File: src/rtl/axi_burst_macros.svh
`ifndef AXI_BURST_MACROS_SVH
`define AXI_BURST_MACROS_SVH

// bus geometry
`define AXI_ADDR_W      32
`define AXI_DATA_W      64
`define AXI_STRB_W      8
`define AXI_BEAT_SHIFT  3   // log2 of bytes per beat

// AXI4 burst length and response fields
`define AXI_LEN_W       8
`define AXI_RESP_W      2

// a burst must not cross this boundary
`define PAGE_BYTES      4096
`define PAGE_SHIFT      12

// user FIFO occupancy, up to 256 words
`define FIFO_CNT_W      9

`endif

File: src/rtl/axi_burst_pkg.sv
`include "axi_burst_macros.svh"

package axi_burst_pkg;

    typedef logic [`AXI_ADDR_W-1:0]  addr_t;
    typedef logic [`AXI_DATA_W-1:0]  data_t;
    typedef logic [`AXI_STRB_W-1:0]  strb_t;
    typedef logic [`AXI_LEN_W-1:0]   len_t;      // beats minus one
    typedef logic [`AXI_RESP_W-1:0]  resp_t;     // 0 okay, 2 slverr, 3 decerr
    typedef logic [`FIFO_CNT_W-1:0]  fifo_cnt_t;

    // one INCR burst, also used for user commands
    typedef struct packed {
        addr_t addr;
        len_t  len;
    } burst_cmd_t;

    typedef struct packed {
        burst_cmd_t first;
        logic       split;  // second burst is needed
        burst_cmd_t second;
    } burst_plan_t;

    typedef struct packed {
        logic short_data;   // bit 1
        logic misaligned;   // bit 0
    } cmd_err_t;

    typedef enum logic [2:0] {wr_st_idle, wr_st_check, wr_st_address, wr_st_data, wr_st_response} wr_state_t;
    typedef enum logic [1:0] {rd_st_idle, rd_st_address, rd_st_data} rd_state_t;

endpackage

File: src/rtl/burst_planner.sv
`include "axi_burst_macros.svh"

module burst_planner (
    input  axi_burst_pkg::burst_cmd_t  cmd,
    input  axi_burst_pkg::fifo_cnt_t   fifo_cnt,
    output axi_burst_pkg::burst_plan_t plan,
    output axi_burst_pkg::cmd_err_t    cmd_error
);

    logic [`PAGE_SHIFT:0]                 bytes_left;   // up to a full page
    logic [`PAGE_SHIFT-`AXI_BEAT_SHIFT:0] beats_left;
    logic [`AXI_LEN_W:0]                  beats_needed; // len plus one, 1..256
    logic                                 crosses;
    axi_burst_pkg::addr_t                 next_page;

    // room left in the current page
    always_comb
    begin
        bytes_left   = `PAGE_BYTES - {1'b0, cmd.addr[`PAGE_SHIFT-1:0]};
        beats_left   = bytes_left[`PAGE_SHIFT:`AXI_BEAT_SHIFT];
        beats_needed = {1'b0, cmd.len} + 1'b1;
        crosses      = {1'b0, beats_needed} > beats_left;
        next_page    = {cmd.addr[`AXI_ADDR_W-1:`PAGE_SHIFT] + 1'b1, {`PAGE_SHIFT{1'b0}}};
    end

    // a burst of at most 2 KiB crosses one boundary at most
    always_comb
    begin
        plan.first.addr  = cmd.addr;
        plan.split       = crosses;
        plan.second.addr = next_page;
        if (crosses)
        begin
            // beats_left is at most 255 here, so the low bits are enough
            plan.first.len  = beats_left[`AXI_LEN_W-1:0] - 1'b1;
            plan.second.len = cmd.len - beats_left[`AXI_LEN_W-1:0];
        end
        else
        begin
            plan.first.len  = cmd.len;
            plan.second.len = '0;
        end
    end

    always_comb
    begin
        cmd_error.misaligned = |cmd.addr[`AXI_BEAT_SHIFT-1:0];
        cmd_error.short_data = fifo_cnt < beats_needed; // whole command must be in the FIFO
    end

endmodule

File: src/rtl/axi_write_engine.sv
module axi_write_engine (
    input  logic                       aclk,
    input  logic                       aresetn,
    input  logic                       start,
    input  axi_burst_pkg::burst_cmd_t  cmd,
    input  axi_burst_pkg::data_t       wdata_in,
    input  axi_burst_pkg::strb_t       wstrb_in,
    input  axi_burst_pkg::fifo_cnt_t   fifo_cnt,
    input  logic                       awready,
    input  logic                       wready,
    input  logic                       bvalid,
    input  axi_burst_pkg::resp_t       bresp,
    output logic                       free,
    output logic                       pop,
    output axi_burst_pkg::cmd_err_t    cmd_error,
    output axi_burst_pkg::resp_t       status,
    output axi_burst_pkg::burst_cmd_t  aw,
    output logic                       awvalid,
    output axi_burst_pkg::data_t       wdata,
    output axi_burst_pkg::strb_t       wstrb,
    output logic                       wvalid,
    output logic                       wlast,
    output logic                       bready
);

    axi_burst_pkg::wr_state_t   state;
    axi_burst_pkg::wr_state_t   state_nxt;
    axi_burst_pkg::burst_cmd_t  cmd_q;      // command as accepted
    axi_burst_pkg::burst_cmd_t  cur_cmd;    // burst on AW and W
    axi_burst_pkg::burst_cmd_t  second_q;   // tail of a split write
    axi_burst_pkg::burst_plan_t plan;
    axi_burst_pkg::cmd_err_t    plan_err;
    axi_burst_pkg::len_t        beat_cnt;
    logic                       cmd_pending;
    logic                       split_pending;
    logic                       free_q;
    logic                       accept;

    assign accept = start & free_q;

    burst_planner planner_inst (
        .cmd       (cmd_q),
        .fifo_cnt  (fifo_cnt),
        .plan      (plan),
        .cmd_error (plan_err)
    );

    always_ff @(posedge aclk)
    begin
        if (!aresetn)
            state <= axi_burst_pkg::wr_st_idle;
        else
            state <= state_nxt;
    end

    always_comb
    begin
        state_nxt = state;
        case (state)
            axi_burst_pkg::wr_st_idle:
                if (cmd_pending) state_nxt = axi_burst_pkg::wr_st_check;
            axi_burst_pkg::wr_st_check:
                if (!split_pending && (plan_err != '0))
                    state_nxt = axi_burst_pkg::wr_st_idle;   // rejected, nothing on AXI
                else
                    state_nxt = axi_burst_pkg::wr_st_address;
            axi_burst_pkg::wr_st_address:
                if (awready) state_nxt = axi_burst_pkg::wr_st_data;
            axi_burst_pkg::wr_st_data:
                if (wready && wlast) state_nxt = axi_burst_pkg::wr_st_response;
            axi_burst_pkg::wr_st_response:
                if (bvalid)
                    state_nxt = split_pending ? axi_burst_pkg::wr_st_check
                                              : axi_burst_pkg::wr_st_idle;
            default:
                state_nxt = axi_burst_pkg::wr_st_idle;
        endcase
    end

    // free is registered, so a rejected command frees the engine one cycle after idle
    always_ff @(posedge aclk)
    begin
        if (!aresetn)
        begin
            cmd_pending   <= 1'b0;
            split_pending <= 1'b0;
            free_q        <= 1'b1;
        end
        else
        begin
            free_q <= (state == axi_burst_pkg::wr_st_idle) & ~cmd_pending
                      & ~split_pending & ~accept;
            if (accept)
                cmd_pending <= 1'b1;
            else if (state == axi_burst_pkg::wr_st_idle)
                cmd_pending <= 1'b0;
            if (state == axi_burst_pkg::wr_st_check)
                split_pending <= split_pending ? 1'b0 : (plan.split & (plan_err == '0));
        end
    end

    always_ff @(posedge aclk)
    begin
        if (accept)
            cmd_q <= cmd;
        if (state == axi_burst_pkg::wr_st_check)
        begin
            if (split_pending)
                cur_cmd <= second_q;    // second half, no new check
            else
            begin
                cur_cmd  <= plan.first;
                second_q <= plan.second;
            end
        end
    end

    always_ff @(posedge aclk)
    begin
        if (!aresetn || state != axi_burst_pkg::wr_st_data)
            beat_cnt <= '0;
        else if (pop)
            beat_cnt <= beat_cnt + 1'b1;
    end

    always_ff @(posedge aclk)
    begin
        if (!aresetn)
        begin
            cmd_error <= '0;
            status    <= '0;
        end
        else if (accept)
        begin
            cmd_error <= '0;
            status    <= '0;
        end
        else
        begin
            if (state == axi_burst_pkg::wr_st_check && !split_pending)
                cmd_error <= plan_err;
            if (bvalid && bready)
                status <= bresp;
        end
    end

    assign free    = free_q;
    assign aw      = cur_cmd;
    assign awvalid = (state == axi_burst_pkg::wr_st_address);
    assign wvalid  = (state == axi_burst_pkg::wr_st_data); // data was counted up front
    assign wdata   = wdata_in;  // show-ahead FIFO head
    assign wstrb   = wstrb_in;
    assign wlast   = wvalid & (beat_cnt == cur_cmd.len);
    assign pop     = wvalid & wready;
    assign bready  = (state == axi_burst_pkg::wr_st_response);

endmodule

File: src/rtl/axi_read_engine.sv
module axi_read_engine (
    input  logic                      aclk,
    input  logic                      aresetn,
    input  logic                      start,
    input  axi_burst_pkg::burst_cmd_t cmd,
    input  logic                      arready,
    input  logic                      rvalid,
    input  logic                      rlast,
    input  axi_burst_pkg::data_t      rdata,
    input  axi_burst_pkg::resp_t      rresp,
    input  logic                      fifo_full,
    output logic                      free,
    output axi_burst_pkg::burst_cmd_t ar,
    output logic                      arvalid,
    output logic                      rready,
    output logic                      push,
    output axi_burst_pkg::data_t      push_data,
    output axi_burst_pkg::resp_t      status
);

    axi_burst_pkg::rd_state_t  state;
    axi_burst_pkg::rd_state_t  state_nxt;
    axi_burst_pkg::burst_cmd_t cmd_q;
    logic                      accept;

    assign accept = start & free;

    always_ff @(posedge aclk)
    begin
        if (!aresetn)
            state <= axi_burst_pkg::rd_st_idle;
        else
            state <= state_nxt;
    end

    always_comb
    begin
        state_nxt = state;
        case (state)
            axi_burst_pkg::rd_st_idle:
                if (accept) state_nxt = axi_burst_pkg::rd_st_address;
            axi_burst_pkg::rd_st_address:
                if (arready) state_nxt = axi_burst_pkg::rd_st_data;
            axi_burst_pkg::rd_st_data:
                if (push && rlast) state_nxt = axi_burst_pkg::rd_st_idle;
            default:
                state_nxt = axi_burst_pkg::rd_st_idle;
        endcase
    end

    always_ff @(posedge aclk)
    begin
        if (accept)
            cmd_q <= cmd;
    end

    // last beat's response wins
    always_ff @(posedge aclk)
    begin
        if (!aresetn || accept)
            status <= '0;
        else if (push)
            status <= rresp;
    end

    assign free      = (state == axi_burst_pkg::rd_st_idle);
    assign ar        = cmd_q;
    assign arvalid   = (state == axi_burst_pkg::rd_st_address);
    assign rready    = (state == axi_burst_pkg::rd_st_data) & ~fifo_full;
    assign push      = rvalid & rready;
    assign push_data = rdata;

endmodule

File: src/rtl/axi_burst_master.sv
module axi_burst_master (
    input  logic                      aclk,
    input  logic                      aresetn,

    // user write side
    input  logic                      wr_start,
    input  axi_burst_pkg::burst_cmd_t wr_cmd,
    output logic                      wr_free,
    input  axi_burst_pkg::data_t      wr_data,
    input  axi_burst_pkg::strb_t      wr_strb,
    input  axi_burst_pkg::fifo_cnt_t  wr_fifo_cnt,
    output logic                      wr_pop,
    output axi_burst_pkg::cmd_err_t   wr_cmd_error,
    output axi_burst_pkg::resp_t      wr_status,

    // user read side
    input  logic                      rd_start,
    input  axi_burst_pkg::burst_cmd_t rd_cmd,
    output logic                      rd_free,
    output axi_burst_pkg::data_t      rd_data,
    output logic                      rd_push,
    input  logic                      rd_fifo_full,
    output axi_burst_pkg::resp_t      rd_status,

    // AXI4 master
    output axi_burst_pkg::burst_cmd_t m_axi_aw,
    output logic                      m_axi_awvalid,
    input  logic                      m_axi_awready,
    output axi_burst_pkg::data_t      m_axi_wdata,
    output axi_burst_pkg::strb_t      m_axi_wstrb,
    output logic                      m_axi_wlast,
    output logic                      m_axi_wvalid,
    input  logic                      m_axi_wready,
    input  axi_burst_pkg::resp_t      m_axi_bresp,
    input  logic                      m_axi_bvalid,
    output logic                      m_axi_bready,
    output axi_burst_pkg::burst_cmd_t m_axi_ar,
    output logic                      m_axi_arvalid,
    input  logic                      m_axi_arready,
    input  axi_burst_pkg::data_t      m_axi_rdata,
    input  axi_burst_pkg::resp_t      m_axi_rresp,
    input  logic                      m_axi_rlast,
    input  logic                      m_axi_rvalid,
    output logic                      m_axi_rready
);

    axi_write_engine write_engine_inst (
        .aclk (aclk), .aresetn (aresetn),
        .start (wr_start), .cmd (wr_cmd), .wdata_in (wr_data), .wstrb_in (wr_strb),
        .fifo_cnt (wr_fifo_cnt), .awready (m_axi_awready), .wready (m_axi_wready),
        .bvalid (m_axi_bvalid), .bresp (m_axi_bresp),
        .free (wr_free), .pop (wr_pop), .cmd_error (wr_cmd_error), .status (wr_status),
        .aw (m_axi_aw), .awvalid (m_axi_awvalid),
        .wdata (m_axi_wdata), .wstrb (m_axi_wstrb), .wvalid (m_axi_wvalid),
        .wlast (m_axi_wlast), .bready (m_axi_bready)
    );

    // runs independently of the write side
    axi_read_engine read_engine_inst (
        .aclk (aclk), .aresetn (aresetn),
        .start (rd_start), .cmd (rd_cmd), .arready (m_axi_arready),
        .rvalid (m_axi_rvalid), .rlast (m_axi_rlast), .rdata (m_axi_rdata),
        .rresp (m_axi_rresp), .fifo_full (rd_fifo_full),
        .free (rd_free), .ar (m_axi_ar), .arvalid (m_axi_arvalid),
        .rready (m_axi_rready), .push (rd_push), .push_data (rd_data), .status (rd_status)
    );

endmodule

File: config.mk
export PLATFORM = sky130hd
export DESIGN_NAME = axi_burst_master
export DESIGN_NICKNAME = d
export VERILOG_FILES = /design/src/rtl/axi_burst_pkg.sv /design/src/rtl/burst_planner.sv /design/src/rtl/axi_write_engine.sv /design/src/rtl/axi_read_engine.sv /design/src/rtl/axi_burst_master.sv
export VERILOG_INCLUDE_DIRS = /design/src /design/src/rtl
export SDC_FILE = /design/constraint.sdc
export NUM_CORES = 1
export LEC_CHECK = 0
export BUFFER_PORTS_ARGS = -buffer_cell sky130_fd_sc_hd__buf_2
export CAP_MARGIN = 20
export CORE_AREA = 2 2 185 187
export DETAILED_ROUTE_END_ITERATION = 8
export DIE_AREA = 0 0 187 189
export PLACE_DENSITY_LB_ADDON = 0.12
export SLEW_MARGIN = 20
export SYNTH_ARGS = -nofsm -noshare
export SYNTH_HDL_FRONTEND = slang
export SYNTH_HIERARCHICAL = 1
export SYNTH_SLANG_ARGS = --single-unit
File: constraint.sdc
create_clock -name aclk -period 5.5 [get_ports aclk]
set_input_delay 1.1 -clock aclk [delete_from_list [all_inputs] [get_ports aclk]]
set_output_delay 1.1 -clock aclk [all_outputs]
set_load 0.005 [all_outputs]
==> impl_metrics.yaml <==
status:
  status: "finished clean"
grt:
  overflow: 0
  antenna_found_initial: 3
  grt_pass1_wl_um: 35800
  grt_max_degree: 48
  grt_util_all_layers: 0.136
  grt_pass1_vias: 5682
logic_synthesis:
  synth_warnings: 6
  ys_ff_latch: 182
  synthArstFlopShare: 0
  synth_top_family_by_area: "buffers and inverters"
  synthesis.area_sq_mm: 0.00968
  synthXorXnorAreaFrac: 0.0588
  synth_fa_ha_area_frac: 0.0339
  syn_inst: 772
  seq_area_frac_synth: 0.542
  yosys-top-cells-area: "edfxtp_1 (50%), buf_4 (14%), mux2_2 (4.7%), dfxtp_1 (4.6%), xnor2_1 (3.8%)"
  muxShareOfSynthArea: 0.0641
  synthFlopType: "edfxtp_1"
  synth_largest_area_cell: "edfxtp_1"
  synthSimpleGateAreaFrac: 0.0959
  synth_edf_count: 160
  yosysTopAreaCellShare: 0.496
  synth_compound_area_frac: 0.0420
  yosysUniqueCellTypes: 73
  syn_area_per_cell_sq_um: 12.5
die:
  rows: 67
  fp.dieArea_sq_mm: 0.0353
  io_pins: 472
  core-area_sq_mm: 0.0333
  die_w_um: 187
  die_h_um: 189
  start_util: 0.291
clock_network:
  cts_resized: 0
  cts_setup_buffers: 0
  cts_tree: "done"
  h-tree-depth: 4
  cts-root-buf: "clkbuf_16"
  cts_buffer_depth: 2
  cts_buffers: 17
  clkLatencyLatePin_ns: 0.44
  holdBufCountCts: 0
  cts.clk_slew.worst_paths_ns: 0.07
  cts.sinks: 182
drt:
  first_iter_violations: 242
  wire_per_inst_um: 18.7
  drt-vias-per-instance: 4.30
  drt_first_pass_iters: 4
  drtAntennaViolNets: 0
  drc: 0
  finalWirelength_um: 23900
  via_count: 5479
worst_setup_path:
  start_kind: "flip-flop"
  required_ns: 5.68
  max_stage_delay_ns: 0.42
  end_kind: "flip-flop"
  slowest_stage: "nor3_2"
  reg2reg_depth: 14
  crit_chain: "nor3_2, inv_1, or3_1, xnor2_1, ha_1, nor2_1, nor3_1, o311ai_0, and3_2, a31oi_1, o21ai_4, inv_8, mux2_4, mux2_2"
  cp_data_arrival_time_ns: 4.25
  worstPathMaxFanout: 9
  timing_worst_setup_path_type: "flip-flop to flip-flop"
placement:
  dp_hpwl_um: 17900
  dpl_cell_area_sq_mm: 0.00985
  numPortBuffers: 199
  dp.cells: 1240
  globalplace.congestion: 0.792
timing:
  rsz0062_at_grt: "no"
  finalHoldViolations: 0
  whs_ns: 0.496
  final_max_slew_viol_count: 0
  clock_skew_ns: 0.00963
  slew_headroom: 0.325
  tns_ns: 0
  worst_pin_slew_ns: 1.01
  fin_crit_ns: 4.07
  final.period_utilization: 0.740
  fmax_mhz: 246
  setup_violations: 0
min_path:
  whs_path_depth: 2
  hold_class: "flip-flop to flip-flop"
cells_and_area:
  drive_gt1_frac: 0.375
  nets: 1075
  final_cell_count_no_fill: 1275
  nFillCells: 3404
  final_common_cell: "buf_2"
  final_cell_mix: "buf_2 (199), edfxtp_1 (160), nor2_1 (42), xnor2_1 (42), mux2_2 (40)"
  syn2layout_area_growth_pct: 7.52
  design_area_sq_mm: 0.0104
job:
  cap_violations: 0
power:
  peakVddDrop_mv: 0.199
  p_leak_nw: 3.96
  cellPowerDensity_mw_per_mm2: 370
layout make-up:
class	count	area [sq um]	share of cell area
flip-flops and latches	182	5250	0.504
multi-input cells	378	2900	0.279
repair buffers	203	1030	0.0986
well taps	448	561	0.0539
clock buffers	17	425	0.0409
clock inverters	15	120	0.0115
inverters	29	116	0.0112
diodes	3	7.51	0.000721
routing by layer:
layer  GRT usage  wire (um)  vias up
li1            -          -     2613
met1       0.166      10300     2567
met2       0.215      10900      273
met3      0.0595       2280       24
met4      0.0455        293        2
met5      0.0110         52        -
synthesized netlist by cell type (5+ instances only):
| master | number |
|---|---|
| buf_4 | 182 |
| edfxtp_1 | 160 |
| nor2_1 | 42 |
| xnor2_1 | 42 |
| mux2_2 | 40 |
| nand2_1 | 29 |
| inv_1 | 28 |
| ha_1 | 23 |
| xor2_1 | 23 |
| dfxtp_1 | 22 |
| nand3_1 | 15 |
| nor3_1 | 13 |
| o21ai_0 | 13 |
| a21oi_1 | 11 |
| nand4_1 | 10 |
| and3_1 | 8 |
| mux2i_1 | 8 |
| mux2_4 | 6 |
| nor2b_1 | 6 |
| buf_2 | 5 |
path summary, 6_finish.rpt:
kind / startpoint / slack, ns / endpoint
max: write_engine_inst/cmd_q[8] / 1.43 / write_engine_inst/aw[5]
min: read_engine_inst/status[0] / 0.50 / read_engine_inst/status[0]
max reg2reg: write_engine_inst/cmd_q[8] / 1.43 / write_engine_inst/aw[5]
min reg2reg: read_engine_inst/status[0] / 0.50 / read_engine_inst/status[0]
state kept, by name, summed over array words and instances, names as in the netlist:
name,count
write_engine_inst/free,1
write_engine_inst/cmd_pending,1
write_engine_inst/aw,40
write_engine_inst/split_pending,1
read_engine_inst/ar,40
write_engine_inst/beat_cnt,8
write_engine_inst/state,3
read_engine_inst/status,2
write_engine_inst/status,2
write_engine_inst/second_q,40
write_engine_inst/cmd_q,40
write_engine_inst/cmd_error,2
read_engine_inst/state,2
report_power, final:
group	internal, W	total (W)	switching [W]
combinational	0.000303	0.000734	0.000430
clock	0.000589	0.00116	0.000573
sequential	0.00182	0.00195	0.000135
total	0.00271	0.00385	0.00114
critical path, delay by kind of cell (launching register included):
kind / cells / cell delay (ns)
simple gates: 5 / 1.23
compound gates: 3 / 0.78
mux: 2 / 0.57
flops: 1 / 0.41
buf+inv: 2 / 0.32
fa+ha+maj: 1 / 0.28
xor+xnor: 1 / 0.21
per-stage QoR:
step | total power (W) | setup slack, ns | util
floorplan | 0.00251 | 1.94 | -
global route | 0.00409 | 0.970 | 0.312
CTS | 0.00394 | 1.41 | 0.312
detailed placement | 0.00275 | 1.43 | 0.296
finish | 0.00385 | 1.43 | 0.313
global placement | 0.00275 | 1.54 | 0.296
cells by family (layout without fill, tap and decap cells):
family | Yosys count | count (layout)
buffers and inverters | 223 | 264
flip-flops | 182 | 182
AND/OR/NAND/NOR | 163 | 163
XOR/XNOR | 65 | 65
AO/OA/AOI/OAI | 58 | 58
multiplexers | 54 | 54
adder cells (fa/ha/maj) | 26 | 26
other | 1 | 15
No activity file was read; power rests on OpenSTA's default activity.
